<file path="src/common/smartnic_app_pkg.sv">
package smartnic_app_pkg;

    // Stream geometry
    localparam int DATA_BYTE_WID = 8;
    localparam int PORT_WID      = 4;

    // Port type sits in the upper half of tid/tdest
    localparam int PORT_TYP_LSB  = 2;

    typedef logic [DATA_BYTE_WID*8-1:0] tdata_t;
    typedef logic [DATA_BYTE_WID-1:0]   tkeep_t;
    typedef logic [PORT_WID-1:0]        port_t;

    // Valid byte count of one beat from 0 to DATA_BYTE_WID
    typedef logic [3:0] byte_cnt_t;

    typedef enum logic [1:0] {
        PHY = 2'd0,
        PF  = 2'd1,
        VF  = 2'd2,
        APP = 2'd3
    } port_typ_t;

endpackage : smartnic_app_pkg

</file>
<file path="src/common/smartnic_reg_pkg.sv">
package smartnic_reg_pkg;

    typedef logic [7:0]  reg_addr_t;
    typedef logic [31:0] reg_data_t;
    typedef logic [31:0] cnt_t;

    // Register map
    localparam reg_addr_t ADDR_IGR_SEL   = 8'h00;
    localparam reg_addr_t ADDR_CLEAR     = 8'h04;
    localparam reg_addr_t ADDR_IGR_PKTS  = 8'h10;
    localparam reg_addr_t ADDR_IGR_BYTES = 8'h14;
    localparam reg_addr_t ADDR_C2H_PKTS  = 8'h18;
    localparam reg_addr_t ADDR_C2H_BYTES = 8'h1C;
    localparam reg_addr_t ADDR_EGR_PKTS  = 8'h20;
    localparam reg_addr_t ADDR_EGR_BYTES = 8'h24;

    // Fields of ADDR_IGR_SEL
    localparam int IGR_SEL_EN_BIT  = 0;
    localparam int IGR_SEL_VAL_BIT = 1;

endpackage : smartnic_reg_pkg

</file>
<file path="src/common/axis_if.sv">
interface axis_if;

    logic                     tvalid;
    logic                     tready;
    smartnic_app_pkg::tdata_t tdata;
    smartnic_app_pkg::tkeep_t tkeep;
    logic                     tlast;
    smartnic_app_pkg::port_t  tid;
    smartnic_app_pkg::port_t  tdest;

    modport source (
        output tvalid, tdata, tkeep, tlast, tid, tdest,
        input  tready
    );

    modport sink (
        input  tvalid, tdata, tkeep, tlast, tid, tdest,
        output tready
    );

    // Passive tap for probes
    modport monitor (
        input tvalid, tready, tdata, tkeep, tlast, tid, tdest
    );

endinterface : axis_if

</file>
<file path="src/logic/axis_pipe.sv">
module axis_pipe #(
    parameter int PIPE_DEPTH_EN = 1
) (
    input  logic   core_clk,
    input  logic   rst,
    axis_if.sink   from_tx,
    axis_if.source to_rx
);

    localparam int PAYLOAD_WID = $bits(smartnic_app_pkg::tdata_t)
                               + $bits(smartnic_app_pkg::tkeep_t) + 1
                               + 2 * $bits(smartnic_app_pkg::port_t);

    generate
        if (PIPE_DEPTH_EN != 0) begin : g_pipe
            logic [PAYLOAD_WID-1:0] mem [2];
            logic                   wr_ptr;
            logic                   rd_ptr;
            logic [1:0]             count;
            logic                   push;
            logic                   pop;

            // Ready from fill level only, so the downstream ready path ends here
            assign from_tx.tready = (count != 2'd2);
            assign to_rx.tvalid   = (count != 2'd0);

            assign push = from_tx.tvalid && from_tx.tready;
            assign pop  = to_rx.tvalid && to_rx.tready;

            assign {to_rx.tdata, to_rx.tkeep, to_rx.tlast, to_rx.tid, to_rx.tdest} =
                mem[rd_ptr];

            always_ff @(posedge core_clk) begin
                if (rst) begin
                    wr_ptr <= 1'b0;
                    rd_ptr <= 1'b0;
                    count  <= 2'd0;
                end else begin
                    if (push) begin
                        wr_ptr <= !wr_ptr;
                    end
                    if (pop) begin
                        rd_ptr <= !rd_ptr;
                    end
                    count <= count + {1'b0, push} - {1'b0, pop};
                end
            end

            always_ff @(posedge core_clk) begin
                if (push) begin
                    mem[wr_ptr] <= {from_tx.tdata, from_tx.tkeep, from_tx.tlast,
                                    from_tx.tid, from_tx.tdest};
                end
            end
        end else begin : g_bypass
            // Slice disabled
            assign to_rx.tvalid   = from_tx.tvalid;
            assign to_rx.tdata    = from_tx.tdata;
            assign to_rx.tkeep    = from_tx.tkeep;
            assign to_rx.tlast    = from_tx.tlast;
            assign to_rx.tid      = from_tx.tid;
            assign to_rx.tdest    = from_tx.tdest;
            assign from_tx.tready = to_rx.tready;
        end
    endgenerate

endmodule : axis_pipe

</file>
<file path="src/logic/axis_pkt_mux.sv">
module axis_pkt_mux (
    input  logic   core_clk,
    input  logic   rst,
    axis_if.sink   in0,
    axis_if.sink   in1,
    axis_if.source out
);

    logic grant_q;
    logic locked;
    logic grant_sel;
    logic in_valid;
    logic in_last;
    logic stage_ready;
    logic take;

    // ------------------------------------------------------------
    // Arbitration
    // ------------------------------------------------------------
    // grant_q holds the input last served; between packets the
    // other input wins if it has data
    always_comb begin
        if (locked) begin
            grant_sel = grant_q;
        end else if (grant_q ? in0.tvalid : in1.tvalid) begin
            grant_sel = !grant_q;
        end else begin
            grant_sel = grant_q;
        end
    end

    assign in_valid = grant_sel ? in1.tvalid : in0.tvalid;
    assign in_last  = grant_sel ? in1.tlast : in0.tlast;

    // ------------------------------------------------------------
    // Output stage
    // ------------------------------------------------------------
    assign stage_ready = !out.tvalid || out.tready;
    assign take        = in_valid && stage_ready;

    assign in0.tready = !grant_sel && stage_ready;
    assign in1.tready = grant_sel && stage_ready;

    always_ff @(posedge core_clk) begin
        if (rst) begin
            out.tvalid <= 1'b0;
            grant_q    <= 1'b0;
            locked     <= 1'b0;
        end else begin
            if (stage_ready) begin
                out.tvalid <= in_valid;
            end
            if (take) begin
                grant_q <= grant_sel;
                locked  <= !in_last;
            end
        end
    end

    always_ff @(posedge core_clk) begin
        if (take) begin
            if (grant_sel) begin
                {out.tdata, out.tkeep, out.tlast, out.tid, out.tdest} <=
                    {in1.tdata, in1.tkeep, in1.tlast, in1.tid, in1.tdest};
            end else begin
                {out.tdata, out.tkeep, out.tlast, out.tid, out.tdest} <=
                    {in0.tdata, in0.tkeep, in0.tlast, in0.tid, in0.tdest};
            end
        end
    end

endmodule : axis_pkt_mux

</file>
<file path="src/logic/axis_port_demux.sv">
module axis_port_demux (
    input  logic   core_clk,
    input  logic   rst,
    axis_if.sink   from_tx,
    axis_if.source to_app,
    axis_if.source to_host,
    input  logic   sel_override_en,
    input  logic   sel_override_val
);

    smartnic_app_pkg::port_typ_t dest_typ;
    logic                        sel_new;
    logic                        sel;
    logic                        sel_q;
    logic                        in_pkt;

    // Steering decision for a packet head where 1 picks host
    assign dest_typ = smartnic_app_pkg::port_typ_t'(
        from_tx.tdest[smartnic_app_pkg::PORT_TYP_LSB +: 2]);
    assign sel_new  = sel_override_en ? sel_override_val
                                      : (dest_typ == smartnic_app_pkg::PF);

    // Held for the rest of the packet
    assign sel = in_pkt ? sel_q : sel_new;

    assign to_app.tvalid  = from_tx.tvalid && !sel;
    assign to_host.tvalid = from_tx.tvalid && sel;
    assign from_tx.tready = sel ? to_host.tready : to_app.tready;

    assign {to_app.tdata, to_app.tkeep, to_app.tlast, to_app.tid, to_app.tdest} =
        {from_tx.tdata, from_tx.tkeep, from_tx.tlast, from_tx.tid, from_tx.tdest};
    assign {to_host.tdata, to_host.tkeep, to_host.tlast, to_host.tid, to_host.tdest} =
        {from_tx.tdata, from_tx.tkeep, from_tx.tlast, from_tx.tid, from_tx.tdest};

    always_ff @(posedge core_clk) begin
        if (rst) begin
            in_pkt <= 1'b0;
            sel_q  <= 1'b0;
        end else if (from_tx.tvalid && from_tx.tready) begin
            in_pkt <= !from_tx.tlast;
            sel_q  <= sel;
        end
    end

endmodule : axis_port_demux

</file>
<file path="src/logic/axis_probe.sv">
module axis_probe (
    input  logic                    core_clk,
    input  logic                    rst,
    axis_if.monitor                 mon,
    input  logic                    clear,
    output smartnic_reg_pkg::cnt_t  pkt_cnt,
    output smartnic_reg_pkg::cnt_t  byte_cnt
);

    logic                        xfer;
    smartnic_app_pkg::byte_cnt_t beat_bytes;

    assign xfer       = mon.tvalid && mon.tready;
    assign beat_bytes = smartnic_app_pkg::byte_cnt_t'($countones(mon.tkeep));

    // Free-running counters that wrap on overflow
    always_ff @(posedge core_clk) begin
        if (rst || clear) begin
            pkt_cnt  <= '0;
            byte_cnt <= '0;
        end else if (xfer) begin
            byte_cnt <= byte_cnt + smartnic_reg_pkg::cnt_t'(beat_bytes);
            if (mon.tlast) begin
                pkt_cnt <= pkt_cnt + 1'b1;
            end
        end
    end

endmodule : axis_probe

</file>
<file path="src/logic/smartnic_app.sv">
module smartnic_app #(
    parameter int PIPE_DEPTH_EN = 1
) (
    input  logic                        core_clk,
    input  logic                        rst,

    input  logic                        app_igr_tvalid,
    output logic                        app_igr_tready,
    input  smartnic_app_pkg::tdata_t    app_igr_tdata,
    input  smartnic_app_pkg::tkeep_t    app_igr_tkeep,
    input  logic                        app_igr_tlast,
    input  smartnic_app_pkg::port_t     app_igr_tid,
    input  smartnic_app_pkg::port_t     app_igr_tdest,

    output logic                        c2h_tvalid,
    input  logic                        c2h_tready,
    output smartnic_app_pkg::tdata_t    c2h_tdata,
    output smartnic_app_pkg::tkeep_t    c2h_tkeep,
    output logic                        c2h_tlast,
    output smartnic_app_pkg::port_t     c2h_tid,
    output smartnic_app_pkg::port_t     c2h_tdest,

    input  logic                        h2c_tvalid,
    output logic                        h2c_tready,
    input  smartnic_app_pkg::tdata_t    h2c_tdata,
    input  smartnic_app_pkg::tkeep_t    h2c_tkeep,
    input  logic                        h2c_tlast,
    input  smartnic_app_pkg::port_t     h2c_tid,
    input  smartnic_app_pkg::port_t     h2c_tdest,

    output logic                        app_egr_tvalid,
    input  logic                        app_egr_tready,
    output smartnic_app_pkg::tdata_t    app_egr_tdata,
    output smartnic_app_pkg::tkeep_t    app_egr_tkeep,
    output logic                        app_egr_tlast,
    output smartnic_app_pkg::port_t     app_egr_tid,
    output smartnic_app_pkg::port_t     app_egr_tdest,

    input  logic                        reg_req_valid,
    output logic                        reg_req_ready,
    input  logic                        reg_req_write,
    input  smartnic_reg_pkg::reg_addr_t reg_req_addr,
    input  smartnic_reg_pkg::reg_data_t reg_req_wdata,
    output logic                        reg_rsp_valid,
    input  logic                        reg_rsp_ready,
    output smartnic_reg_pkg::reg_data_t reg_rsp_rdata
);

    axis_if igr_if ();
    axis_if demux_app_if ();
    axis_if demux_host_if ();
    axis_if loop_if ();
    axis_if c2h_if ();
    axis_if h2c_if ();
    axis_if egr_if ();

    logic                   sel_override_en;
    logic                   sel_override_val;
    logic                   clear;
    smartnic_reg_pkg::cnt_t igr_pkts;
    smartnic_reg_pkg::cnt_t igr_bytes;
    smartnic_reg_pkg::cnt_t c2h_pkts;
    smartnic_reg_pkg::cnt_t c2h_bytes;
    smartnic_reg_pkg::cnt_t egr_pkts;
    smartnic_reg_pkg::cnt_t egr_bytes;

    // ------------------------------------------------------------
    // Plain ports to and from interfaces
    // ------------------------------------------------------------
    assign {igr_if.tvalid, igr_if.tdata, igr_if.tkeep, igr_if.tlast, igr_if.tid, igr_if.tdest} =
        {app_igr_tvalid, app_igr_tdata, app_igr_tkeep, app_igr_tlast, app_igr_tid, app_igr_tdest};
    assign app_igr_tready = igr_if.tready;

    assign {h2c_if.tvalid, h2c_if.tdata, h2c_if.tkeep, h2c_if.tlast, h2c_if.tid, h2c_if.tdest} =
        {h2c_tvalid, h2c_tdata, h2c_tkeep, h2c_tlast, h2c_tid, h2c_tdest};
    assign h2c_tready = h2c_if.tready;

    assign {c2h_tvalid, c2h_tdata, c2h_tkeep, c2h_tlast, c2h_tid, c2h_tdest} =
        {c2h_if.tvalid, c2h_if.tdata, c2h_if.tkeep, c2h_if.tlast, c2h_if.tid, c2h_if.tdest};
    assign c2h_if.tready = c2h_tready;

    assign {app_egr_tvalid, app_egr_tdata, app_egr_tkeep, app_egr_tlast, app_egr_tid,
            app_egr_tdest} =
        {egr_if.tvalid, egr_if.tdata, egr_if.tkeep, egr_if.tlast, egr_if.tid, egr_if.tdest};
    assign egr_if.tready = app_egr_tready;

    // ------------------------------------------------------------
    // Control
    // ------------------------------------------------------------
    smartnic_app_regs smartnic_app_regs_inst (
        .core_clk, .rst,
        .reg_req_valid, .reg_req_ready, .reg_req_write, .reg_req_addr, .reg_req_wdata,
        .reg_rsp_valid, .reg_rsp_ready, .reg_rsp_rdata,
        .sel_override_en, .sel_override_val, .clear,
        .igr_pkts, .igr_bytes, .c2h_pkts, .c2h_bytes, .egr_pkts, .egr_bytes
    );

    // ------------------------------------------------------------
    // Datapath
    // ------------------------------------------------------------
    axis_port_demux axis_port_demux_inst (
        .core_clk, .rst,
        .from_tx (igr_if),
        .to_app  (demux_app_if),
        .to_host (demux_host_if),
        .sel_override_en, .sel_override_val
    );

    // Application path is a plain loopback into the mux
    axis_pipe #(.PIPE_DEPTH_EN(PIPE_DEPTH_EN)) pipe_app (
        .core_clk, .rst, .from_tx(demux_app_if), .to_rx(loop_if)
    );

    axis_pipe #(.PIPE_DEPTH_EN(PIPE_DEPTH_EN)) pipe_c2h (
        .core_clk, .rst, .from_tx(demux_host_if), .to_rx(c2h_if)
    );

    axis_pkt_mux axis_pkt_mux_inst (
        .core_clk, .rst, .in0(loop_if), .in1(h2c_if), .out(egr_if)
    );

    // Probes
    axis_probe probe_igr (
        .core_clk, .rst, .mon(igr_if), .clear, .pkt_cnt(igr_pkts), .byte_cnt(igr_bytes)
    );
    axis_probe probe_c2h (
        .core_clk, .rst, .mon(c2h_if), .clear, .pkt_cnt(c2h_pkts), .byte_cnt(c2h_bytes)
    );
    axis_probe probe_egr (
        .core_clk, .rst, .mon(egr_if), .clear, .pkt_cnt(egr_pkts), .byte_cnt(egr_bytes)
    );

endmodule : smartnic_app

</file>
<file path="src/logic/smartnic_app_regs.sv">
module smartnic_app_regs (
    input  logic                        core_clk,
    input  logic                        rst,

    input  logic                        reg_req_valid,
    output logic                        reg_req_ready,
    input  logic                        reg_req_write,
    input  smartnic_reg_pkg::reg_addr_t reg_req_addr,
    input  smartnic_reg_pkg::reg_data_t reg_req_wdata,
    output logic                        reg_rsp_valid,
    input  logic                        reg_rsp_ready,
    output smartnic_reg_pkg::reg_data_t reg_rsp_rdata,

    output logic                        sel_override_en,
    output logic                        sel_override_val,
    output logic                        clear,

    input  smartnic_reg_pkg::cnt_t      igr_pkts,
    input  smartnic_reg_pkg::cnt_t      igr_bytes,
    input  smartnic_reg_pkg::cnt_t      c2h_pkts,
    input  smartnic_reg_pkg::cnt_t      c2h_bytes,
    input  smartnic_reg_pkg::cnt_t      egr_pkts,
    input  smartnic_reg_pkg::cnt_t      egr_bytes
);

    typedef enum logic {
        IDLE,
        RESP
    } state_t;

    state_t                      state;
    logic                        req_take;
    smartnic_reg_pkg::reg_data_t rd_data;

    assign reg_req_ready = (state == IDLE);
    assign reg_rsp_valid = (state == RESP);
    assign req_take      = reg_req_valid && reg_req_ready;

    // ------------------------------------------------------------
    // Read decode
    // ------------------------------------------------------------
    always_comb begin
        rd_data = '0;
        case (reg_req_addr)
            smartnic_reg_pkg::ADDR_IGR_SEL: begin
                rd_data[smartnic_reg_pkg::IGR_SEL_EN_BIT]  = sel_override_en;
                rd_data[smartnic_reg_pkg::IGR_SEL_VAL_BIT] = sel_override_val;
            end
            smartnic_reg_pkg::ADDR_IGR_PKTS:  rd_data = igr_pkts;
            smartnic_reg_pkg::ADDR_IGR_BYTES: rd_data = igr_bytes;
            smartnic_reg_pkg::ADDR_C2H_PKTS:  rd_data = c2h_pkts;
            smartnic_reg_pkg::ADDR_C2H_BYTES: rd_data = c2h_bytes;
            smartnic_reg_pkg::ADDR_EGR_PKTS:  rd_data = egr_pkts;
            smartnic_reg_pkg::ADDR_EGR_BYTES: rd_data = egr_bytes;
            default:                          rd_data = '0;
        endcase
    end

    // ------------------------------------------------------------
    // Request/response FSM and control registers
    // ------------------------------------------------------------
    always_ff @(posedge core_clk) begin
        if (rst) begin
            state            <= IDLE;
            sel_override_en  <= 1'b0;
            sel_override_val <= 1'b0;
            clear            <= 1'b0;
        end else begin
            clear <= 1'b0;
            case (state)
                IDLE: begin
                    if (req_take) begin
                        state <= RESP;
                        if (reg_req_write) begin
                            if (reg_req_addr == smartnic_reg_pkg::ADDR_IGR_SEL) begin
                                sel_override_en  <= reg_req_wdata[smartnic_reg_pkg::IGR_SEL_EN_BIT];
                                sel_override_val <= reg_req_wdata[smartnic_reg_pkg::IGR_SEL_VAL_BIT];
                            end
                            clear <= (reg_req_addr == smartnic_reg_pkg::ADDR_CLEAR);
                        end
                    end
                end
                RESP: begin
                    if (reg_rsp_ready) begin
                        state <= IDLE;
                    end
                end
                default: state <= IDLE;
            endcase
        end
    end

    // Response data, held until taken; writes answer with 0
    always_ff @(posedge core_clk) begin
        if (req_take) begin
            reg_rsp_rdata <= reg_req_write ? '0 : rd_data;
        end
    end

endmodule : smartnic_app_regs

</file>
<file path="config.mk">
export PLATFORM = sky130hd
export DESIGN_NAME = smartnic_app
export DESIGN_NICKNAME = d
export VERILOG_FILES = /design/src/common/smartnic_app_pkg.sv /design/src/common/smartnic_reg_pkg.sv /design/src/common/axis_if.sv /design/src/logic/axis_pipe.sv /design/src/logic/axis_pkt_mux.sv /design/src/logic/axis_port_demux.sv /design/src/logic/axis_probe.sv /design/src/logic/smartnic_app.sv /design/src/logic/smartnic_app_regs.sv
export SDC_FILE = /design/constraint.sdc
export NUM_CORES = 1
export LEC_CHECK = 0
export BUFFER_PORTS_ARGS = -buffer_cell sky130_fd_sc_hd__buf_4
export CORE_ASPECT_RATIO = 1.75
export CORE_MARGIN = 10
export CORE_UTILIZATION = 50
export CTS_CLUSTER_DIAMETER = 200
export DETAILED_ROUTE_END_ITERATION = 8
export MAX_ROUTING_LAYER = met4
export PLACE_DENSITY = 0.79
export RECOVER_POWER = 50
export SLEW_MARGIN = 20
export SYNTH_ARGS = -nofsm -noshare
export SYNTH_HDL_FRONTEND = slang
export SYNTH_SLANG_ARGS = --single-unit
export TNS_END_PERCENT = 30
</file>
<file path="constraint.sdc">
create_clock -name core_clk -period 16.22 [get_ports core_clk]
set_input_delay 2.433 -clock core_clk [delete_from_list [all_inputs] [get_ports core_clk]]
set_output_delay 2.433 -clock core_clk [all_outputs]
set_load 0.02 [all_outputs]
</file>
==> results of run 1 <==
layout make-up:
class                   instances  area share, %
inverters                      71         0.8133
clock inverters                38          1.413
clock buffers                  64          4.464
diodes                         18         0.1375
repair buffers                407          6.999
flip-flops and latches        648          52.96
well taps                     696          2.658
multi-input cells            1451          30.56
kinds of logic after synthesis:
logic type                 count (synthesis)  share of synthesized area (%)
and+or+nand+nor                          666                          12.20
DFF                                      648                          61.86
AOI/OAI and AO/OA                        435                          9.830
muxes                                    197                          7.559
buffers and inverters                    194                          2.673
xor gates and xnor gates                 101                          3.155
adders and majority gates                 52                          2.722
metrics by stage:
| stage | util [%] | total power, mW | cell area [µm²] |
|---|---|---|---|
| after global placement | 57.04 | 3.721 | 31570 |
| after global routing | 59.21 | 5.279 | 32770 |
| after CTS | 60.52 | 5.179 | 33500 |
| after detailed placement | 57.04 | 3.782 | 31570 |
| final | 59.21 | 5.058 | 32770 |
| after floorplan | - | 3.171 | 28040 |
sequential cells by signal (all words and copies together) (netlist names), 4 cells and up, named ones only:
register,count
axis_pkt_mux_inst.out.tdata,64
axis_pkt_mux_inst.out.tdest,4
axis_pkt_mux_inst.out.tid,4
axis_pkt_mux_inst.out.tkeep,8
pipe_app.g_pipe.mem,162
pipe_c2h.g_pipe.mem,162
probe_c2h.byte_cnt,32
probe_c2h.pkt_cnt,32
probe_egr.byte_cnt,32
probe_egr.pkt_cnt,32
probe_igr.byte_cnt,32
probe_igr.pkt_cnt,32
smartnic_app_regs_inst.reg_rsp_rdata,32
cells in the final DEF, fill, tap and decap left out, types with 70 or more instances in the layout:
cell type	instances
mux2_2	108
a21oi_1	198
dfxtp_1	209
clkbuf_1	209
mux2i_1	88
edfxtp_1	437
inv_1	70
nand2_1	114
nor2_1	214
buf_4	203
worst paths after layout:
| path | cells after the start | start | end |
|---|---|---|---|
| worst max-delay path | 5 | rst | probe_c2h.pkt_cnt[25] |
| worst min-delay path | 2 | probe_c2h.byte_cnt[3] | probe_c2h.byte_cnt[3] |
| worst max register to register | 15 | register | probe_c2h.byte_cnt[31] |
| worst min register to register | 2 | probe_c2h.byte_cnt[3] | probe_c2h.byte_cnt[3] |
power breakdown:
group | internal [mW] | switching, mW | leakage, nW
Combinational | 0.491 | 0.959 | 4.30
Sequential | 2.08 | 0.119 | 5.77
Clock | 0.795 | 0.611 | 0.948
metal layers:
layer | global-route usage, % | vias to the layer above | share of wire, % | routed length [µm]
met4 | 11.92 | 0 | 5.0 | 4082
met5 | - | - | 0 | 0
li1 | - | 9275 | - | -
met2 | 41.18 | 1044 | 50 | 41180
met1 | 24.69 | 9917 | 34 | 28090
met3 | 7.191 | 213 | 11 | 8667
worst min-delay path, cell delays in order (launching register included):
cell and delay (ns):
dfxtp_1 0.32, nand2_1 0.06, a21oi_1 0.05
==> summary.md, run 1 <==
| Metric | Value |
|---|---|
| CTS Hold Bufs | 0 |
| Class of the tightest hold or removal check | register to register |
| Fill count | 4384 |
| Die H | 333.3 µm |
| Worst Setup Start Kind | input pin |
| IO Count | 411 |
| Vias in the first global route | 20340 |
| Register area | 0.01735 mm² |
| Seq cells post-synth | 648 |
| Number of setup buffers added after CTS | 0 |
| Worst Hold Slack | 0.4790 ns |
| Tot GR Track Use | 24.14% |
| First DRT Iteration DRCs | 1803 |
| Worst path max stage delay | 2.00 ns |
| IO Port Bufs | 380 |
| Core area | 0.05534 mm² |
| CTS tree | built |
| RSZ-0062 raised after global routing | false |
| Failing checks | capacitance limit, slew limit |
| Clock period minus worst slack | 6.877 ns |
| Max-cap viol count | 6 |
| DRC | 0 |
| Die ar. | 0.06633 mm² |
| Placed cell count | 3273 |
| Post-DRT Antenna Nets | 0 |
| Worst-path fanout max | 58 |
| Share of post-route cells with drive strength above 1 | 15.68% |
| Fraction of registers with async set/reset | 0% |
| Clock Tree Root | clkbuf_16 |
| Area growth syn-to-layout | 16.86% |
| Most frequent CP cell | clkbuf_1 |
| Distinct cells, synth | 57 |
| WP data arrival | 7.38 ns |
| Fin Clk Skew | 0.02938 ns |
| Relative slew slack | -99.35% |
| Area taken by multi-input logic gates | 0.01001 mm² |
| Worst slack, placed | 9.101 ns |
| Grt ovf | 0 |
| Area leader, netlist | edfxtp_1 |
| Final wirelength | 82.03 mm |
| Synth top cells by count | edfxtp_1 (437), nor2_1 (216), dfxtp_1 (211) |
| Setup-failing EPs final | 0 |
| Count leader, synth | edfxtp_1 |
| GPL Wtd Cong | 0.9107 |
| Synth top area cells | edfxtp_1 (47%), dfxtp_1 (15%), mux2_2 (4.3%) |
| Post-synth net total | 2556 |
| Syn avg cell area | 12.23 µm² |
| Setup_tns | 0 ns |
| Cells along the critical path | clkbuf_1, or2_0, clkbuf_1, or4_1, nand2_1 |
| Row cnt | 114 |
| Inserted Clock Buffers | 55 |
| Mapped Area | 0.02804 mm² |
| Fin cells | 3393 |
| Post-DR wirelength/cell | 24.17 µm |
| Post-synth top flop | edfxtp_1 |
| First-pass GRT wire length | 120.1 mm |
| Clk sinks | 648 |
| Critical Path Sink Type | register |
| Max Clock Freq | 145.4 MHz |
| Crit path kind | input pin to register |
| CTS resizes | 0 |
| Leakage power | 11.02 nW |
| Final slew viol count | 267 |
| Die X-Extent | 199.0 µm |
| R2r setup slk | 10.94 ns |
| DR vias | 20450 |
| Crit path max-delay family | buffers and inverters |
| EDFF count, synth | 437 |
| Worst skew pair latency | 0.62 ns |
| Clk pin slew, worst setup/hold paths | 0.07 ns |
| Period utilization | 42.40% |
| Clock Path Buffers | 3 |
| Mapped Cells | 2293 |
| Sequential cell area fraction in the yosys report | 61.86% |
| Worst Slack Setup Final | 9.343 ns |
| Ys Warns | 0 |
| Initial antenna violation count | 18 |
| Fin nets | 2897 |
| Run status | finished, violations left |
| First-pass detailed-route iteration total | 9 |
| Cell Pwr Density | 154.3 mW/mm² |
| DP Wirelength | 58.25 mm |
| Initial Util | 50.67% |
| Largest net degree at the start of global routing | 103 |
| VDD IR max | 127.5 µV |
| Final Hold Fails | 0 |
| CTS H-tree lvls | 2 |
| Worst path bufs/invs | 2 |
| Area share of the largest cell type after synthesis | 46.80% |
| Critical Path RT | 16.72 ns |
| Slowest CP cell | clkbuf_1 |
| Slew of the pin with the lowest slew margin | 2.990 ns |
| Vias/cell | 6.027 |
No activity file was read; power rests on OpenSTA's default activity.
==> run 2, diff against run 1 <==
==> constraint.sdc (replaced) <==
create_clock -name core_clk -period 7.19 [get_ports core_clk]
set_input_delay 1.0785 -clock core_clk [delete_from_list [all_inputs] [get_ports core_clk]]
set_output_delay 1.0785 -clock core_clk [all_outputs]
set_load 0.02 [all_outputs]
==> summary.md, run 2 (synthesis results as in run 1) <==
| Metric | Value |
|---|---|
| Run status | finished, violations left |
| Failing checks | capacitance limit, slew limit |
| Fin cells | 3393 (unchanged) |
| Clock Path Buffers | 3 (unchanged) |
| CTS H-tree lvls | 2 (unchanged) |
| Clk sinks | 648 (unchanged) |
| DR vias | 20500 (+0.24%) |
| Worst-path fanout max | 59 (+1.7%) |
| CTS Hold Bufs | 0 (unchanged) |
| First-pass GRT wire length | 120.5 mm (+0.36%) |
| VDD IR max | 228.3 µV (+79%) |
| Worst skew pair latency | 0.62 ns (about the same) |
| Tot GR Track Use | 24.18% (+0.043 points) |
| Worst Slack Setup Final | 1.577 ns (-7.767 ns) |
| Die H | 333.3 µm (unchanged) |
| Vias/cell | 6.042 (+0.24%) |
| Post-DRT Antenna Nets | 0 (unchanged) |
| Crit path max-delay family | simple AND/OR/NAND/NOR gates |
| Die ar. | 0.06633 mm² (unchanged) |
| Commonest non-fill, non-tap cell in the layout | edfxtp_1 |
| Worst path max stage delay | 2.45 ns (+0.45 ns) |
| Critical Path RT | 7.70 ns (-9.02 ns) |
| Setup_tns | 0 ns (unchanged) |
| Fin util | 59.20% (about the same) |
| Setup-failing EPs final | 0 (unchanged) |
| Leading cell types in the layout, fill and taps excluded | edfxtp_1 (437), nor2_1 (216), dfxtp_1 (210) |
| Inserted Clock Buffers | 55 (unchanged) |
| Crit path kind | input pin to register |
| First DRT Iteration DRCs | 1736 (-3.7%) |
| GPL Wtd Cong | 0.9261 (+1.7%) |
| Placed cell count | 3276 (+0.092%) |
| Final slew viol count | 257 (-3.7%) |
| Worst path bufs/invs | 2 (unchanged) |
| Row cnt | 114 (unchanged) |
| Fin nets | 2900 (+0.10%) |
| Max Clock Freq | 178.1 MHz |
| DRC | 0 (unchanged) |
| Relative slew slack | -120.2% (-21 points) |
| Final wirelength | 81.60 mm (-0.52%) |
| RSZ-0062 raised after global routing | false |
| DP Wirelength | 57.99 mm (-0.45%) |
| Grt ovf | 0 (unchanged) |
| Critical Path Sink Type | register |
| Leakage power | 11.06 nW (+0.30%) |
| Class of the tightest hold or removal check | register to register |
| IO Count | 411 (unchanged) |
| Initial antenna violation count | 10 (-8) |
| CTS resizes | 0 (unchanged) |
| Worst Setup Start Kind | input pin |
| Initial Util | 50.67% (unchanged) |
| Area growth syn-to-layout | 16.85% (about the same) |
| CTS tree | built |
| Die X-Extent | 199.0 µm (unchanged) |
| Largest net degree at the start of global routing | 105 (+1.9%) |
| IO Port Bufs | 380 (unchanged) |
| Final Hold Fails | 0 (unchanged) |
| Core area | 0.05534 mm² (unchanged) |
| Cells along the critical path | clkbuf_1, or2_0, clkbuf_2, nor2_1, a31o_2 |
| Clock period minus worst slack | 5.613 ns |
| Slowest CP cell | or2_0 |
| Share of post-route cells with drive strength above 1 | 15.83% (+0.16 points) |
| Slew of the pin with the lowest slew margin | 3.303 ns (+0.3123 ns) |
| Clk pin slew, worst setup/hold paths | 0.07 ns (about the same) |
| Post-DR wirelength/cell | 24.05 µm (-0.52%) |
| First-pass detailed-route iteration total | 6 (-3) |
| Cell Pwr Density | 350.7 mW/mm² (+130%) |
| Number of setup buffers added after CTS | 0 (unchanged) |
| Max-cap viol count | 6 (unchanged) |
| Period utilization | 78.07% |
| Vias in the first global route | 20250 (-0.46%) |
| Clock Tree Root | clkbuf_16 |
| WP data arrival | 6.13 ns (-1.25 ns) |
| Worst slack, placed | 1.423 ns (-7.677 ns) |
| Fin Clk Skew | 0.02461 ns (-0.004767 ns) |
[run 2: changes by cell type in the layout (fill, tap and decap cells not counted), sizes merged]
cell,previous run,this run
clkbuf,268,272
buf,203,208
clkinvlp,1,0
diode,18,13
clkinv,24,20
inv,75,76
[run 2: power by group]
group          internal, mW  switching (mW)
clock                  1.81            1.37
combinational          1.14            2.20
sequential             4.69           0.281
[run 2: tightest hold or removal path, stage by stage, from the launching register on]
cell	delay, ns
dfxtp_1	0.32
nand2_1	0.06
mux2i_1	0.05
[run 2: cell type report]
cell class	instances	area [µm²]
flip-flops and latches	648	17350
inverters	71	266.5
fillers	4487	22580
diodes	13	32.53
well taps	696	870.8
clock inverters	34	444.2
clock buffers	70	1493
repair buffers	410	2325
multi-input cells	1451	9983
[run 2: metal layers]
| metal | vias to the layer above | part of all wire (%) | track usage [%] |
|---|---|---|---|
| met3 | 201 | 9.0 | 5.093 |
| met1 | 10010 | 36 | 26.46 |
| met5 | - | 0 | - |
| met4 | 0 | 4.9 | 11.66 |
| li1 | 9286 | - | - |
| met2 | 1001 | 50 | 40.97 |
[run 2: path summary, 6_finish.rpt]
check,from,to,slack (ns),cells after the start
setup / recovery,rst,probe_igr.byte_cnt[4],1.58,5
hold / removal,probe_igr.byte_cnt[31],probe_igr.byte_cnt[31],0.48,2
setup reg to reg,register,axis_pkt_mux_inst.out.tdata[19],1.60,3
hold reg to reg,probe_igr.byte_cnt[31],probe_igr.byte_cnt[31],0.48,2
[run 2: stage by stage]
stage                     power, mW  hold WS (ns)  area, µm²
after detailed placement      8.553        0.4669      31590
after global routing          11.98        0.5086      32760
after global placement        8.421        0.4501      31590
final                         11.49        0.4811      32770
after floorplan               7.124        0.4409      28050
after CTS                     11.73        0.4778      33530
==> run 3, diff against run 2 <==
--- a/config.mk
+++ b/config.mk
@@ -5,6 +5,7 @@
 export SDC_FILE = /design/constraint.sdc
 export NUM_CORES = 1
 export LEC_CHECK = 0
+export ABC_AREA = 1
 export BUFFER_PORTS_ARGS = -buffer_cell sky130_fd_sc_hd__buf_4
 export CORE_ASPECT_RATIO = 1.75
 export CORE_MARGIN = 10
==> constraint.sdc (replaced) <==
create_clock -name core_clk -period 5.6 [get_ports core_clk]
set_input_delay 0.84 -clock core_clk [delete_from_list [all_inputs] [get_ports core_clk]]
set_output_delay 0.84 -clock core_clk [all_outputs]
set_load 0.02 [all_outputs]
==> summary.md, run 3 <==
| Metric | Value |
|---|---|
| Run status | finished, violations left |
| Failing checks | capacitance limit, slew limit |
| Syn avg cell area | 9.349 µm² (-24%) |
| Hold path cells | 3 (+1) |
| Post-DRT Antenna Nets | 0 (unchanged) |
| Ys Warns | 0 (unchanged) |
| Post-DR wirelength/cell | 21.41 µm (-11%) |
| Relative slew slack | -95.10% (+25 points) |
| Placed cell count | 4310 (+32%) |
| RSZ-0062 raised after global routing | false |
| Post-synth net total | 3483 (+36%) |
| DR vias | 23860 (+16%) |
| Row cnt | 119 (+4.4%) |
| Die H | 344.6 µm (+3.4%) |
| DP Wirelength | 71.30 mm (+23%) |
| Fraction of registers with async set/reset | 0% (unchanged) |
| Fill count | 5267 (+17%) |
| Clk sinks | 648 (unchanged) |
| Area taken by multi-input logic gates | 0.01118 mm² (+12%) |
| Number of setup buffers added after CTS | 0 (unchanged) |
| Setup-failing EPs final | 0 (unchanged) |
| Core area | 0.05985 mm² (+8.2%) |
| IO Count | 411 (unchanged) |
| DRC | 0 (unchanged) |
| Fin Clk Skew | 0.02013 ns (-0.004482 ns) |
| Final Hold Fails | 0 (unchanged) |
| Grt ovf | 0 (unchanged) |
| Seq cells post-synth | 648 (unchanged) |
| Commonest non-fill, non-tap cell in the layout | nand2_1 |
| Vias in the first global route | 23270 (+15%) |
| Clock Tree Root | clkbuf_16 |
| Die X-Extent | 205.5 µm (+3.2%) |
| Worst slack, placed | 1.113 ns (-0.3105 ns) |
| Worst Setup Start Kind | register |
| Final slew viol count | 457 (+78%) |
| IO Port Bufs | 380 (unchanged) |
| Post-synth top flop | edfxtp_1 |
| Tot Pwr | 14.23 mW (+24%) |
| WP data arrival | 5.07 ns (-1.06 ns) |
| Max Clock Freq | 208.9 MHz |
| Cell Pwr Density | 406.8 mW/mm² (+16%) |
| Count leader, synth | nand2_1 |
| Mapped Cells | 3220 (+40%) |
| Inserted Clock Buffers | 58 (+5.5%) |
| First-pass detailed-route iteration total | 5 (-1) |
| CTS tree | built |
| Fin nets | 3847 (+33%) |
| Worst Hold Slack | 0.4425 ns (-0.03856 ns) |
| Initial antenna violation count | 10 (unchanged) |
| Distinct cells, synth | 53 (-7.0%) |
| CTS resizes | 0 (unchanged) |
| Final wirelength | 94.77 mm (+16%) |
| Clock period minus worst slack | 4.788 ns |
| CTS Hold Bufs | 0 (unchanged) |
| Clk pin slew, worst setup/hold paths | 0.07 ns (about the same) |
| Initial Util | 50.29% (-0.37 points) |
| Vias/cell | 5.390 (-11%) |
| Largest net degree at the start of global routing | 88 (-16%) |
| Critical Path RT | 5.88 ns (-1.82 ns) |
| GPL Wtd Cong | 1.047 (+13%) |
| First-pass GRT wire length | 139.6 mm (+16%) |
| Critical Path Sink Type | register |
| CTS H-tree lvls | 2 (unchanged) |
| Slew of the pin with the lowest slew margin | 2.927 ns (-0.3760 ns) |
| Crit path kind | register to register |
| Register area | 0.01735 mm² (about the same) |
| R2r setup slk | 0.81 ns (-0.79 ns) |
| VDD IR max | 332.0 µV (+45%) |
| FF-to-FF path depth | 5 (+2) |
| Mapped Area | 0.03010 mm² (+7.4%) |
| EDFF count, synth | 437 (unchanged) |
| Area share of the largest cell type after synthesis | 43.59% (-3.2 points) |
| Class of the tightest hold or removal check | input pin to register |
| Tot GR Track Use | 26.92% (+2.7 points) |
| Worst skew pair latency | 0.64 ns (+0.02 ns) |
| First DRT Iteration DRCs | 1817 (+4.7%) |
| Sequential cell area fraction in the yosys report | 57.63% (-4.2 points) |
| Period utilization | 85.50% |
| Leakage power | 12.77 nW (+16%) |
| Clock Path Buffers | 3 (unchanged) |
| Synth top area cells | edfxtp_1 (44%), dfxtp_1 (14%), nand2_1 (9.8%) |
| Setup_tns | 0 ns (unchanged) |
| Fin cells | 4427 (+30%) |
| Leading cell types in the layout, fill and taps excluded | nand2_1 (785), nor2_1 (510), edfxtp_1 (437) |
| Synth top cells by count | nand2_1 (786), nor2_1 (513), edfxtp_1 (437) |
| Worst Slack Setup Final | 0.8123 ns (-0.7643 ns) |
| Worst-path fanout max | 78 (+32%) |
| Share of post-route cells with drive strength above 1 | 12.80% (-3.0 points) |
| Area growth syn-to-layout | 16.19% |
| Max-cap viol count | 7 (+1) |
| Die ar. | 0.07081 mm² (+6.8%) |
| Area leader, netlist | edfxtp_1 |
==> run 3: stage by stage <==
| step | area, µm² | util (%) |
|---|---|---|
| 2_1_floorplan | 30100 | - |
| 3_3_place_gp | 33720 | 56.34 |
| 3_5_place_dp | 33720 | 56.34 |
| 4_1_cts | 35650 | 59.56 |
| 5_1_grt | 34970 | 58.43 |
| 6_report | 34980 | 58.44 |
==> run 3: final cells by class <==
class / count / share of cell area [%]
clock inverters: 35 / 1.073
diodes: 8 / 0.05723
multi-input cells: 2180 / 31.96
flip-flops and latches: 648 / 49.62
well taps: 786 / 2.812
inverters: 296 / 3.184
repair buffers: 400 / 6.861
clock buffers: 74 / 4.436
==> run 3: cells by family (layout without fill, tap and decap cells) <==
family,after synthesis,count (layout),synth area share (%)
other cells,0,8,0
xor+xnor,24,24,0.6983
flops,648,648,57.63
fa+ha+maj,52,52,2.535
compound gates,353,353,6.114
simple gates,1591,1591,22.10
mux,160,160,5.653
buf+inv,392,805,5.275
==> run 3: routing by layer <==
layer	vias to the layer above	track usage [%]	wire length (µm)
met5	-	-	0
met2	975	46.00	47570
met1	11200	28.88	33890
li1	11470	-	-
met3	218	5.597	7794
met4	0	14.09	5519
==> run 3: final timing paths <==
kind                            startpoint                                      to
setup reg to reg  axis_pkt_mux_inst.locked         axis_pkt_mux_inst.out.tdata[10]
setup / recovery  axis_pkt_mux_inst.locked         axis_pkt_mux_inst.out.tdata[10]
hold reg to reg     pipe_c2h.g_pipe.rd_ptr                                register
hold / removal            reg_req_wdata[0]  smartnic_app_regs_inst.sel_override_en
==> run 3: report_power, final <==
part / total, mW / internal (mW) / leakage [nW] / switching, mW
clock network: 4.09 / 2.25 / 0.939 / 1.84
logic: 4.01 / 1.36 / 6.07 / 2.65
registers: 6.13 / 5.85 / 5.76 / 0.285
total: 14.2 / 9.46 / 12.8 / 4.77
==> run 3: worst max-delay path, cell delays in order, from the launching register on <==
cell and delay [ns]:
dfxtp_1 0.40, o21ai_0 0.12, nand2_1 1.94, nand3_1 0.79, nand2_4 0.66, buf_4 0.47
